### src/copad_config.svh
// fixed detector geometry (8 rolls of 192 pads, 8 clusters per chamber); not meant to be retuned
`ifndef COPAD_CONFIG_SVH
`define COPAD_CONFIG_SVH

// --------------------
// cluster geometry
`define COPAD_N_CLUSTERS 8     // clusters per chamber per crossing
`define COPAD_MAX_PAD    191   // last pad in a roll
`define COPAD_LAST_ROLL  7     // last roll number

// --------------------
// field widths
`define COPAD_PAD_W      8
`define COPAD_ROLL_W     3
`define COPAD_CNT_W      3     // extra pads beyond the start pad
`define COPAD_DELTA_W    4     // configured pad tolerance, 0 to 15

// pad sums carry one extra bit so values past 191 stay visible
`define COPAD_XPAD_W     (`COPAD_PAD_W + 1)

`endif
### src/copad_pkg.sv
// width types only; every width is set by the macros in copad_config.svh
`include "copad_config.svh"

package copad_pkg;

    // --------------------
    // cluster fields
    typedef logic [`COPAD_PAD_W-1:0]   pad_t;
    typedef logic [`COPAD_ROLL_W-1:0]  roll_t;
    typedef logic [`COPAD_CNT_W-1:0]   cnt_t;   // extra pads, 0..7

    // configured tolerance
    typedef logic [`COPAD_DELTA_W-1:0] delta_t;

    // --------------------
    // derived values
    typedef logic [`COPAD_XPAD_W-1:0]  xpad_t;  // pad plus carry bit

    // one bit per chamber A cluster
    typedef logic [`COPAD_N_CLUSTERS-1:0] mask_t;

endpackage

### src/copad_window_if.sv
// carries one crossing per clock from stage 1 to stage 2; no handshake, no stall
`include "copad_config.svh"

interface copad_window_if
    import copad_pkg::*;
();

    // --------------------
    // chamber A windows
    mask_t a_vld;                          // valid flag per cluster
    roll_t a_roll [`COPAD_N_CLUSTERS];
    xpad_t a_min  [`COPAD_N_CLUSTERS];     // low bound, clamped at 0
    xpad_t a_max  [`COPAD_N_CLUSTERS];     // high bound, clamped at max pad

    // --------------------
    // chamber B spans
    mask_t b_vld;
    roll_t b_roll [`COPAD_N_CLUSTERS];
    xpad_t b_lo   [`COPAD_N_CLUSTERS];     // start pad
    xpad_t b_hi   [`COPAD_N_CLUSTERS];     // start pad plus count, not clamped

    // stage 1 side
    modport producer (output a_vld, a_roll, a_min, a_max,
                      output b_vld, b_roll, b_lo, b_hi);

    // stage 2 side
    modport consumer (input a_vld, a_roll, a_min, a_max,
                      input b_vld, b_roll, b_lo, b_hi);

endinterface

### src/copad_top.sv
// two-cycle latency, one crossing per clock; config must stay steady while a crossing is in flight
`include "copad_config.svh"

module copad_top
    import copad_pkg::*;
(
    input  logic   clock,
    input  logic   rst,
    input  logic   match_neighbor_pad,
    input  logic   match_neighbor_roll,
    input  delta_t match_delta_pad,
    input  mask_t  a_vpf,
    input  mask_t  b_vpf,
    input  logic [`COPAD_N_CLUSTERS*`COPAD_ROLL_W-1:0] a_roll,
    input  logic [`COPAD_N_CLUSTERS*`COPAD_ROLL_W-1:0] b_roll,
    input  logic [`COPAD_N_CLUSTERS*`COPAD_PAD_W-1:0]  a_pad,
    input  logic [`COPAD_N_CLUSTERS*`COPAD_PAD_W-1:0]  b_pad,
    input  logic [`COPAD_N_CLUSTERS*`COPAD_CNT_W-1:0]  a_cnt,
    input  logic [`COPAD_N_CLUSTERS*`COPAD_CNT_W-1:0]  b_cnt,
    output mask_t  match,
    output mask_t  match_upper,
    output mask_t  match_lower,
    output logic   any_match
);

    roll_t a_roll_arr [`COPAD_N_CLUSTERS];
    roll_t b_roll_arr [`COPAD_N_CLUSTERS];
    pad_t  a_pad_arr  [`COPAD_N_CLUSTERS];
    pad_t  b_pad_arr  [`COPAD_N_CLUSTERS];
    cnt_t  a_cnt_arr  [`COPAD_N_CLUSTERS];
    cnt_t  b_cnt_arr  [`COPAD_N_CLUSTERS];

    // --------------------
    // cluster i sits in slice i of each flat vector
    for (genvar i = 0; i < `COPAD_N_CLUSTERS; i++) begin : g_unpack
        assign a_roll_arr[i] = a_roll[i*`COPAD_ROLL_W +: `COPAD_ROLL_W];
        assign b_roll_arr[i] = b_roll[i*`COPAD_ROLL_W +: `COPAD_ROLL_W];
        assign a_pad_arr[i]  = a_pad[i*`COPAD_PAD_W +: `COPAD_PAD_W];
        assign b_pad_arr[i]  = b_pad[i*`COPAD_PAD_W +: `COPAD_PAD_W];
        assign a_cnt_arr[i]  = a_cnt[i*`COPAD_CNT_W +: `COPAD_CNT_W];
        assign b_cnt_arr[i]  = b_cnt[i*`COPAD_CNT_W +: `COPAD_CNT_W];
    end

    copad_window_if win ();   // stage 1 to stage 2

    // --------------------
    // pipeline stages
    cluster_window i_cluster_window (
        .clock              (clock),
        .rst                (rst),
        .match_neighbor_pad (match_neighbor_pad),
        .match_delta_pad    (match_delta_pad),
        .a_vpf              (a_vpf),
        .b_vpf              (b_vpf),
        .a_roll             (a_roll_arr),
        .b_roll             (b_roll_arr),
        .a_pad              (a_pad_arr),
        .b_pad              (b_pad_arr),
        .a_cnt              (a_cnt_arr),
        .b_cnt              (b_cnt_arr),
        .win                (win.producer)
    );

    pair_match i_pair_match (
        .clock               (clock),
        .rst                 (rst),
        .match_neighbor_roll (match_neighbor_roll),
        .win                 (win.consumer),
        .match               (match),
        .match_upper         (match_upper),
        .match_lower         (match_lower),
        .any_match           (any_match)
    );

endmodule

### src/pair_match.sv
// stage 2; neighbor-roll enable is sampled here, rolls at the chamber ends never wrap
`include "copad_config.svh"

module pair_match
    import copad_pkg::*;
(
    input  logic  clock,
    input  logic  rst,
    input  logic  match_neighbor_roll,
    copad_window_if.consumer win,
    output mask_t match,
    output mask_t match_upper,
    output mask_t match_lower,
    output logic  any_match
);

    localparam int N = `COPAD_N_CLUSTERS;

    // row i is one A cluster, bit j one B cluster
    mask_t pad_hit [N];
    mask_t pair_c  [N];   // same roll
    mask_t pair_u  [N];   // A roll is B roll plus one
    mask_t pair_l  [N];   // B roll is A roll plus one

    logic [`COPAD_ROLL_W:0] a_rx [N];   // rolls with a carry bit
    logic [`COPAD_ROLL_W:0] b_rx [N];

    mask_t match_center;
    mask_t upper_hit;
    mask_t lower_hit;
    mask_t match_full;

    // --------------------
    // all 64 A-B pairs
    always_comb begin
        for (int i = 0; i < N; i++) begin
            a_rx[i] = {1'b0, win.a_roll[i]};
            b_rx[i] = {1'b0, win.b_roll[i]};
        end
        for (int i = 0; i < N; i++) begin
            for (int j = 0; j < N; j++) begin
                // either end of the B cluster inside the A window
                pad_hit[i][j] = (win.b_lo[j] >= win.a_min[i] && win.b_lo[j] <= win.a_max[i])
                             || (win.b_hi[j] >= win.a_min[i] && win.b_hi[j] <= win.a_max[i]);
                pad_hit[i][j] = pad_hit[i][j] && win.a_vld[i] && win.b_vld[j];

                pair_c[i][j] = pad_hit[i][j] && (a_rx[i] == b_rx[j]);
                pair_u[i][j] = pad_hit[i][j] && (a_rx[i] == b_rx[j] + 1'b1);
                pair_l[i][j] = pad_hit[i][j] && (b_rx[j] == a_rx[i] + 1'b1);
            end
        end
    end

    // --------------------
    // row reduction
    for (genvar i = 0; i < N; i++) begin : g_row
        assign match_center[i] = |pair_c[i];
        assign upper_hit[i]    = |pair_u[i];
        assign lower_hit[i]    = |pair_l[i];
    end

    // neighbor rolls count only when enabled
    assign match_full = match_center
                      | ({N{match_neighbor_roll}} & (upper_hit | lower_hit));

    // --------------------
    // output registers
    always_ff @(posedge clock) begin
        if (rst) begin
            match       <= '0;
            match_upper <= '0;
            match_lower <= '0;
            any_match   <= 1'b0;
        end else begin
            match       <= match_full;
            match_upper <= upper_hit;    // reported regardless of the enable
            match_lower <= lower_hit;
            any_match   <= |match_full;
        end
    end

endmodule

### src/cluster_window.sv
// stage 1; delta and neighbor-pad enable are sampled here, window math assumes pads 0..191
`include "copad_config.svh"

module cluster_window
    import copad_pkg::*;
(
    input  logic   clock,
    input  logic   rst,
    input  logic   match_neighbor_pad,
    input  delta_t match_delta_pad,
    input  mask_t  a_vpf,
    input  mask_t  b_vpf,
    input  roll_t  a_roll [`COPAD_N_CLUSTERS],
    input  roll_t  b_roll [`COPAD_N_CLUSTERS],
    input  pad_t   a_pad  [`COPAD_N_CLUSTERS],
    input  pad_t   b_pad  [`COPAD_N_CLUSTERS],
    input  cnt_t   a_cnt  [`COPAD_N_CLUSTERS],
    input  cnt_t   b_cnt  [`COPAD_N_CLUSTERS],
    copad_window_if.producer win
);

    delta_t delta_eff;
    xpad_t  delta_x;
    xpad_t  a_sum [`COPAD_N_CLUSTERS];   // unclamped high end of A window
    xpad_t  a_min_d [`COPAD_N_CLUSTERS];
    xpad_t  a_max_d [`COPAD_N_CLUSTERS];
    xpad_t  b_hi_d  [`COPAD_N_CLUSTERS];

    // tolerance only applies when neighbor-pad matching is on
    assign delta_eff = match_neighbor_pad ? match_delta_pad : '0;
    assign delta_x   = xpad_t'(delta_eff);

    // --------------------
    // per-cluster window and span
    for (genvar i = 0; i < `COPAD_N_CLUSTERS; i++) begin : g_win
        assign a_sum[i] = xpad_t'(a_pad[i]) + xpad_t'(a_cnt[i]) + delta_x;

        // low edge clamps to pad 0
        assign a_min_d[i] = (xpad_t'(a_pad[i]) < delta_x) ? '0
                                                          : xpad_t'(a_pad[i]) - delta_x;

        // high edge clamps to the last pad
        assign a_max_d[i] = (a_sum[i] > xpad_t'(`COPAD_MAX_PAD)) ? xpad_t'(`COPAD_MAX_PAD)
                                                                  : a_sum[i];

        assign b_hi_d[i] = xpad_t'(b_pad[i]) + xpad_t'(b_cnt[i]);   // far end of B cluster
    end

    // --------------------
    // stage 1 registers
    always_ff @(posedge clock) begin
        if (rst) begin
            win.a_vld <= '0;
            win.b_vld <= '0;
        end else begin
            win.a_vld <= a_vpf;
            win.b_vld <= b_vpf;
        end
    end

    // window and span payload
    always_ff @(posedge clock) begin
        if (rst) begin
            for (int i = 0; i < `COPAD_N_CLUSTERS; i++) begin
                win.a_roll[i] <= '0;
                win.a_min[i]  <= '0;
                win.a_max[i]  <= '0;
                win.b_roll[i] <= '0;
                win.b_lo[i]   <= '0;
                win.b_hi[i]   <= '0;
            end
        end else begin
            for (int i = 0; i < `COPAD_N_CLUSTERS; i++) begin
                win.a_roll[i] <= a_roll[i];
                win.a_min[i]  <= a_min_d[i];
                win.a_max[i]  <= a_max_d[i];
                win.b_roll[i] <= b_roll[i];
                win.b_lo[i]   <= xpad_t'(b_pad[i]);
                win.b_hi[i]   <= b_hi_d[i];
            end
        end
    end

endmodule

### config.mk
export PLATFORM = sky130hd
export DESIGN_NAME = copad_top
export DESIGN_NICKNAME = d
export VERILOG_FILES = /design/src/copad_pkg.sv /design/src/copad_window_if.sv /design/src/copad_top.sv /design/src/pair_match.sv /design/src/cluster_window.sv
export VERILOG_INCLUDE_DIRS = /design/src /design/src/src
export SDC_FILE = /design/constraint.sdc
export NUM_CORES = 2
export LEC_CHECK = 0
export ABC_AREA = 1
export BUFFER_PORTS_ARGS = -buffer_cell sky130_fd_sc_hd__clkbuf_2
export CAP_MARGIN = 0
export CORE_MARGIN = 4
export CORE_UTILIZATION = 41
export DETAILED_ROUTE_END_ITERATION = 7
export GPL_TIMING_DRIVEN = 0
export PLACE_DENSITY_LB_ADDON = 0.25
export SLEW_MARGIN = 40
export SYNTH_ARGS = -nofsm -noshare
export SYNTH_HDL_FRONTEND = slang
export SYNTH_SLANG_ARGS = --single-unit
### constraint.sdc
create_clock -name clock -period 3.9 [get_ports clock]
set_input_delay 0.39 -clock clock [delete_from_list [all_inputs] [get_ports clock]]
set_output_delay 0.39 -clock clock [all_outputs]
set_load 0.02 [all_outputs]
### After elaboration in Yosys (flattened, before gate mapping)

Cells that the tools add are included.

| word-level totals | value |
|---|---|
| register bits after elaboration | 377 |
| latch bits | 0 |
| RAM bits | 0 |
| memory bits (read-only) | 0 |
| input port bits | 248 |
| memories kept | 0 |

| cells by class | value |
|---|---|
| add/subtract/negate cells | 48 |
| multiply operators | 0 |
| div/mod/pow operators | 0 |
| order comparisons | 272 |
| equal/unequal tests | 192 |
| shifts and indexed selects | 0 |
| multiplexer cells | 9 |
| bitwise logic cells | 3 |
| reductions and logical operators | 553 |

Operator list:

| kind | count |
|---|---|
| >= comparator 9 bit | 128 |
| <= comparator 9 bit | 128 |
| equality test 3 x 4 -> 1 bit | 128 |
| logical AND 1 bit | 448 |
| OR reduction 8 bit | 25 |
| equality test 3 bit | 64 |
| adder 8 x 3 -> 9 bit | 16 |
| adder 9 x 4 -> 9 bit | 8 |
| greater-than comparator 9 x 8 -> 1 bit (second input constant) | 8 |
| subtractor 8 x 4 -> 9 bit | 8 |
| adder 3 x 1 -> 4 bit (second input constant) | 16 |
| logical OR 1 bit | 64 |
| less-than comparator 8 x 4 -> 1 bit | 8 |
| two-way mux 8 bit | 8 |
| OR reduction 2 bit | 16 |
| bitwise OR 8 bit | 2 |
| AND 8 bit | 1 |
| two-way mux 4 bit | 1 |

### Depth between registers and ports, before layout

| depth | value |
|---|---|
| word-level depth | 11 |
| gate-level depth with buffers | 22 |

### Modules after synthesis

Synthesis repeated with hierarchy kept, for this count alone.

| second synthesis, totals | value |
|---|---|
| cells, all modules | 11460 |
| area total of the unflattened synthesis | 78644.2 sq um |

Modules (own cells, without submodules):

| module | times used | cells each | area each (sq um) | seq. area each (sq um) |
|---|---|---|---|---|
| pair_match | 1 | 9614 | 63408.3 | 500.5 |
| cluster_window | 1 | 1846 | 15235.9 | 6886.6 |

### Least setup slack after synthesis

OpenSTA, ideal clock, no wires.

| timing path | value |
|---|---|
| path kind | input to register |
| start | in match_neighbor_pad |
| end | reg i_cluster_window.win.a_max[4] |
| setup time | 0.057 ns |
| data arrival time | 3.449 ns |
| required time | 3.843 ns |
| path slack | 0.394 ns |
| stages on the path | 18 |
| cell sequence | nand2_1 inv_1 fa_1 ha_1 fa_1 nand2_1 inv_1 o21ai_0 nand2_1 nand2_1 nor2_1 xor2_1 or2_2 nand2_1 inv_1 nand2_1 nand2_1 inv_1 |

| on the way | value |
|---|---|
| longest elaborated chain between the ends | 4 |

Ends and longest elaborated chain:

| element | line | RTL |
|---|---|---|
| start: declaration | copad_top.sv:9 | `input logic match_neighbor_pad,` |
| two-way mux 4 bit * | cluster_window.sv:30 | `assign delta_eff = match_neighbor_pad ? match_delta_pad : '0;` |
| adder 9 x 4 -> 9 bit * | cluster_window.sv:36 | `assign a_sum[i] = xpad_t'(a_pad[i]) + xpad_t'(a_cnt[i]) + delta_x;` |
| greater-than comparator 9 x 8 -> 1 bit | cluster_window.sv:43 | `` assign a_max_d[i] = (a_sum[i] > xpad_t'(`COPAD_MAX_PAD)) ? xpad_t'(`COPAD_MAX_PAD) `` |
| two-way mux 8 bit * | cluster_window.sv:43 |  |
| end signal: indexed assignment | cluster_window.sv:76 | `win.a_max[i] <= a_max_d[i];` |
| end: declaration | copad_window_if.sv:23 | `modport producer (output a_vld, a_roll, a_min, a_max,` |

Mark *: on every way between the ends. The rest lies on a longest branch, timed or not.
A chain may end at the register's enable or synchronous reset.

### Worst setup path in the final report

| timing path | value |
|---|---|
| start | in match_neighbor_pad |
| end | reg i_cluster_window.win.a_max[52] |

The elaborated chain is that of the path after synthesis.

==> metrics.md <==
| Metric | Value |
|---|---|
| Most instantiated cells after synthesis | `3,063 x sky130_fd_sc_hd__nand2_1, 2,288 x sky130_fd_sc_hd__ha_1, 1,405 x sky130_fd_sc_hd__inv_1` |
| Die Span Y | `440 um` |
| Post-route insts no fill | `between 10,000 and 15,000` |
| Worst-path maximum fanout | `16` |
| CP endpoint kind | `flop` |
| Die area | `194,000 sq um` |
| Flip-flop and latch area | `between 7000 and 8000 sq um` |
| Share of final-layout standard cells stronger than drive strength 1 | `7.25%` |
| Number of library cell types mapped by synthesis | `50` |
| Cells after synthesis | `11,300` |
| Root buf cell | `sky130_fd_sc_hd__clkbuf_16` |
| Slowest cell on the critical path | `sky130_fd_sc_hd__nor2_1` |
| DRT iter0 DRCs | `9,956` |
| Kind of start point of the critical path | `input port` |
| Net Sw Frac | `between 50% and 60%` |
| Grt ovf | `0` |
| Synth top area share | `37.4%` |
| Placeable core area | `186,000 sq um` |
| Internal power of the cells | `between 0.01 and 0.015 W` |
| Number of endpoints failing setup at the final stage | `0` |
| Ratio of total power to cell area | `approximately 270 nW/um^2` |
| Setup WS pre-CTS | `-512 ps` |
| Longest Clk Path Bufs | `3` |
| Clk_skew | `67.3 ps` |
| Layer carrying the most global-route usage | `met2` |
| Logic pwr share | `59.3%` |
| Filler instances | `18,300` |
| Number of nets in the layout | `approximately 14,000` |
| Minimum setup slack in the final design | `155 ps` |
| Seq pwr share | `22.3%` |
| Ys Warns | `0` |
| Routed wire length per instance | `25.3 um` |
| Post-DP HPWL | `264,000 um` |
| Vias after detailed routing | `between 80,000 and 90,000` |
| Post-synthesis instance area | `76,600 sq um` |
| Met1 global-route usage | `around 47%` |
| Number of levels the H-tree was split into | `2` |
| Class of the tightest hold or removal check | `in -> reg` |
| Worst-case vdd ir drop | `~0.34 mV` |
| Leakage Power | `around 50 nW` |
| Share of the clock period used by the worst path after layout | `between 90% and 100%` |
| Violations in the final reports | `design-rule violations` |
| Met2 global-route usage | `51.0%` |
| Top post-synthesis cells by area | `sky130_fd_sc_hd__ha_1 37%, sky130_fd_sc_hd__nand2_1 15%, sky130_fd_sc_hd__dfxtp_1 9.6%, sky130_fd_sc_hd__inv_1 6.9%, sky130_fd_sc_hd__nor2_1 5.5%` |
| Fraction of registers with async set/reset | `0%` |
| Worst-margin pin slew | `~960 ps` |
| Top Ports | `around 270` |
| Starting density of the core | `41.3%` |
| Met3 track demand over resource in global routing | `under 10%` |
| Minimum clock period | `3740 ps` |
| Source-to-sink clock delay at the later pin of the worst-skew pair | `700 ps` |
| Net switching power figure | `0.0121 W` |
| Register bit total from synthesis | `369` |
| Cell-by-cell listing of the critical path | `clkbuf_2 > nand2_2 > inv_6 > fa_1 > ha_1 > fa_1 > nand2_1 > inv_1 > o21ai_0 > nand2_1 > nand2_1 > nor2_1 > xor2_1 > nand2_1 > nand2_1 > nor2_1 > nor2_1` |
| Area grow syn2layout | `12.5%` |
| Data required time of the critical path | `4450 ps` |
| Hold Fails Final Rpt | `0` |
| Commonest register cell after synthesis | `sky130_fd_sc_hd__dfxtp_1` |
| Sequential-to-total area share from yosys stat | `9.64%` |
| Fmax | `267 MHz` |
| Result of the run | `finished with violations` |
| Total Neg Setup Slack | `0 ps` |
| Final core utilization | `46.4%` |
| Maximum Capacitance Violations | `0` |
| Critical path class | `in -> reg` |
| Cell type contributing the most total cell area after synthesis | `sky130_fd_sc_hd__ha_1` |
| Clock power frac | `18.4%` |
| Maximum number of pins on one net before global-route repair | `18` |
| RSZ-0062 raised after global routing | `no` |
| Placed insts | `around 14,000` |
| Total detailed-routing wirelength | `363,000 um` |
| Global routing usage summed across all routing layers | `36.3%` |
| Count of flip-flops with a built-in enable after synthesis | `0` |
| Width of the chip | `440 um` |
| Number of remaining DRC errors | `10` |
| Count of TritonRoute iterations in the first routing pass | `8` |
| Clock-pin slew of the registers on the worst-case setup and hold paths | `60 ps` |
| PortBufs | `272` |
| Post-detailed-route count of antenna-violating nets | `0` |
| Cell with the most instances after synthesis | `sky130_fd_sc_hd__nand2_1` |
| Final GP Congestion | `slightly below 1` |
| Maximum single-stage delay on the critical path | `between 600 and 700 ps` |
| TritonCTS clock tree | `done` |
| Number of global-route vias before repair | `76,800` |
| Total number of clock tree sinks | `roughly 370` |
| Footprint of the multi-input gates | `63,000 sq um` |
| Most frequent CP cell | `sky130_fd_sc_hd__nand2_1` |
| Worst slew margin relative to its limit | `between 30% and 40%` |
| Arr. time, crit path | `4290 ps` |
| Antenna violations before repair | `31` |
| First-pass GRT wire length | `512,000 um` |
| Number of buffers added by the clock tree synthesis step | `43` |
| Final-report max-slew violation count | `0` |
| Average instance area after synthesis | `6.76 sq um` |
| Detail-routed via count per cell | `5.73` |
| Site Rows | `158` |
## worst paths after layout
path / slack [ps] / start / end / depth (start not counted)
max: 160 / match_neighbor_pad / i_cluster_window.win.a_max[52] / 17
min: 30 / a_pad[28] / i_cluster_window.win.a_min[40] / 3
max reg2reg: 250 / i_cluster_window.win.a_max[15] / i_pair_match.any_match / 17
min reg2reg: 960 / i_cluster_window.win.b_vld[6] / i_pair_match.match_upper[5] / 7
## metal layers
| layer | wire length (um) | vias to the layer above |
|---|---|---|
| met5 | 0 | - |
| met4 | 37200 | 0 |
| met3 | 43400 | 952 |
| met2 | 140000 | 4569 |
| met1 | 143000 | 38200 |
| li1 | - | 38700 |
## layout by cell type (no fill, tap or decap), types with 9 or more instances in the layout
cell type	count
sky130_fd_sc_hd__xnor2_1	139
sky130_fd_sc_hd__clkbuf_1	34
sky130_fd_sc_hd__nand3b_1	64
sky130_fd_sc_hd__nor2_2	26
sky130_fd_sc_hd__buf_6	17
sky130_fd_sc_hd__diode_2	13
sky130_fd_sc_hd__dfxtp_2	19
sky130_fd_sc_hd__nor4_1	58
sky130_fd_sc_hd__fa_1	48
sky130_fd_sc_hd__dlygate4sd3_1	115
sky130_fd_sc_hd__inv_1	1354
sky130_fd_sc_hd__xnor2_4	9
sky130_fd_sc_hd__buf_16	43
sky130_fd_sc_hd__ha_1	2288
sky130_fd_sc_hd__buf_12	31
sky130_fd_sc_hd__nor3_2	22
sky130_fd_sc_hd__inv_2	48
sky130_fd_sc_hd__clkbuf_2	297
sky130_fd_sc_hd__or2_2	17
sky130_fd_sc_hd__xor2_1	319
sky130_fd_sc_hd__nor3_1	154
sky130_fd_sc_hd__nand3_1	628
sky130_fd_sc_hd__nand2_1	3058
sky130_fd_sc_hd__a21boi_0	26
sky130_fd_sc_hd__nor2_1	1115
sky130_fd_sc_hd__nand2_2	20
sky130_fd_sc_hd__o21bai_1	80
sky130_fd_sc_hd__nor3b_1	11
sky130_fd_sc_hd__o21a_1	64
sky130_fd_sc_hd__o21ai_0	185
sky130_fd_sc_hd__o21ai_1	24
sky130_fd_sc_hd__a21oi_1	698
sky130_fd_sc_hd__inv_4	14
sky130_fd_sc_hd__buf_4	36
sky130_fd_sc_hd__dfxtp_1	234
sky130_fd_sc_hd__nand4_1	196
sky130_fd_sc_hd__a21o_1	73
sky130_fd_sc_hd__dfxtp_4	116
sky130_fd_sc_hd__clkbuf_16	43
sky130_fd_sc_hd__buf_2	63
## worst max-delay path, delay by kind of cell
kind | cells | cell delay [ps]
buf+inv | 3 | 710
fa+ha+maj | 3 | 1140
compound gates | 1 | 210
simple gates | 9 | 1650
xor+xnor | 1 | 150
## flip-flops by register name, indices dropped and copies added (netlist names)
register and cells:
i_cluster_window.win.a_max 72, i_cluster_window.win.a_vld 8, i_pair_match.match 8, i_pair_match.match_lower 8
i_cluster_window.win.a_min 72, i_cluster_window.win.b_roll 24, i_pair_match.match_upper 8, i_cluster_window.win.b_hi 72
i_pair_match.any_match 1, i_cluster_window.win.a_roll 24, i_cluster_window.win.b_lo 64, i_cluster_window.win.b_vld 8
## cell type report
| class | instances | area share (%) |
|---|---|---|
| diodes | 13 | 0.0378 |
| clock inverters | 25 | 0.351 |
| multi-input cells | 9377 | 73.1 |
| inverters | 1428 | 6.30 |
| well taps | 2480 | 3.60 |
| clock buffers | 53 | 1.32 |
| repair buffers | 468 | 5.08 |
| flip-flops and latches | 369 | 9.11 |
| plain buffers | 162 | 1.10 |
## cell families after synthesis
family / after synthesis / synth area share, %
flops: 369 / 9.64
compound gates: 1184 / 8.64
xor+xnor: 467 / 5.56
buf+inv: 1590 / 8.21
fa+ha+maj: 2336 / 38.6
simple gates: 5382 / 29.3
other cells: 1 / 0.00490
## stage by stage
stage / cell area [sq um] / hold slack [ps] / total power, W
2_1_floorplan: 76600 / 466 / 0.0135
3_3_place_gp: 81100 / 585 / 0.0176
3_5_place_dp: 83400 / 586 / 0.0185
4_1_cts: 86000 / 1.47 / 0.0230
5_1_grt: 86100 / 15.3 / 0.0252
6_report: 86200 / 28.8 / 0.0234
## what timing repair did
action                                  in CTS  in global routing
hold buffers                               115                  0
hold endpoints to repair                   121                  0
buffers inserted                             0                  4
resized for setup                            0                  9
endpoints found under the setup margin       0                  3
## power groups by stage
| stage | clock network, W | logic, W | registers (W) |
|---|---|---|---|
| after floorplan | 0 | 0.00893 | 0.00457 |
| after global placement | 0 | 0.0120 | 0.00557 |
| after detailed placement | 0 | 0.0133 | 0.00518 |
| after CTS | 0.00437 | 0.0135 | 0.00510 |
| after global routing | 0.00446 | 0.0156 | 0.00514 |
| final | 0.00431 | 0.0139 | 0.00520 |
Power figures use the tool's default switching activity.
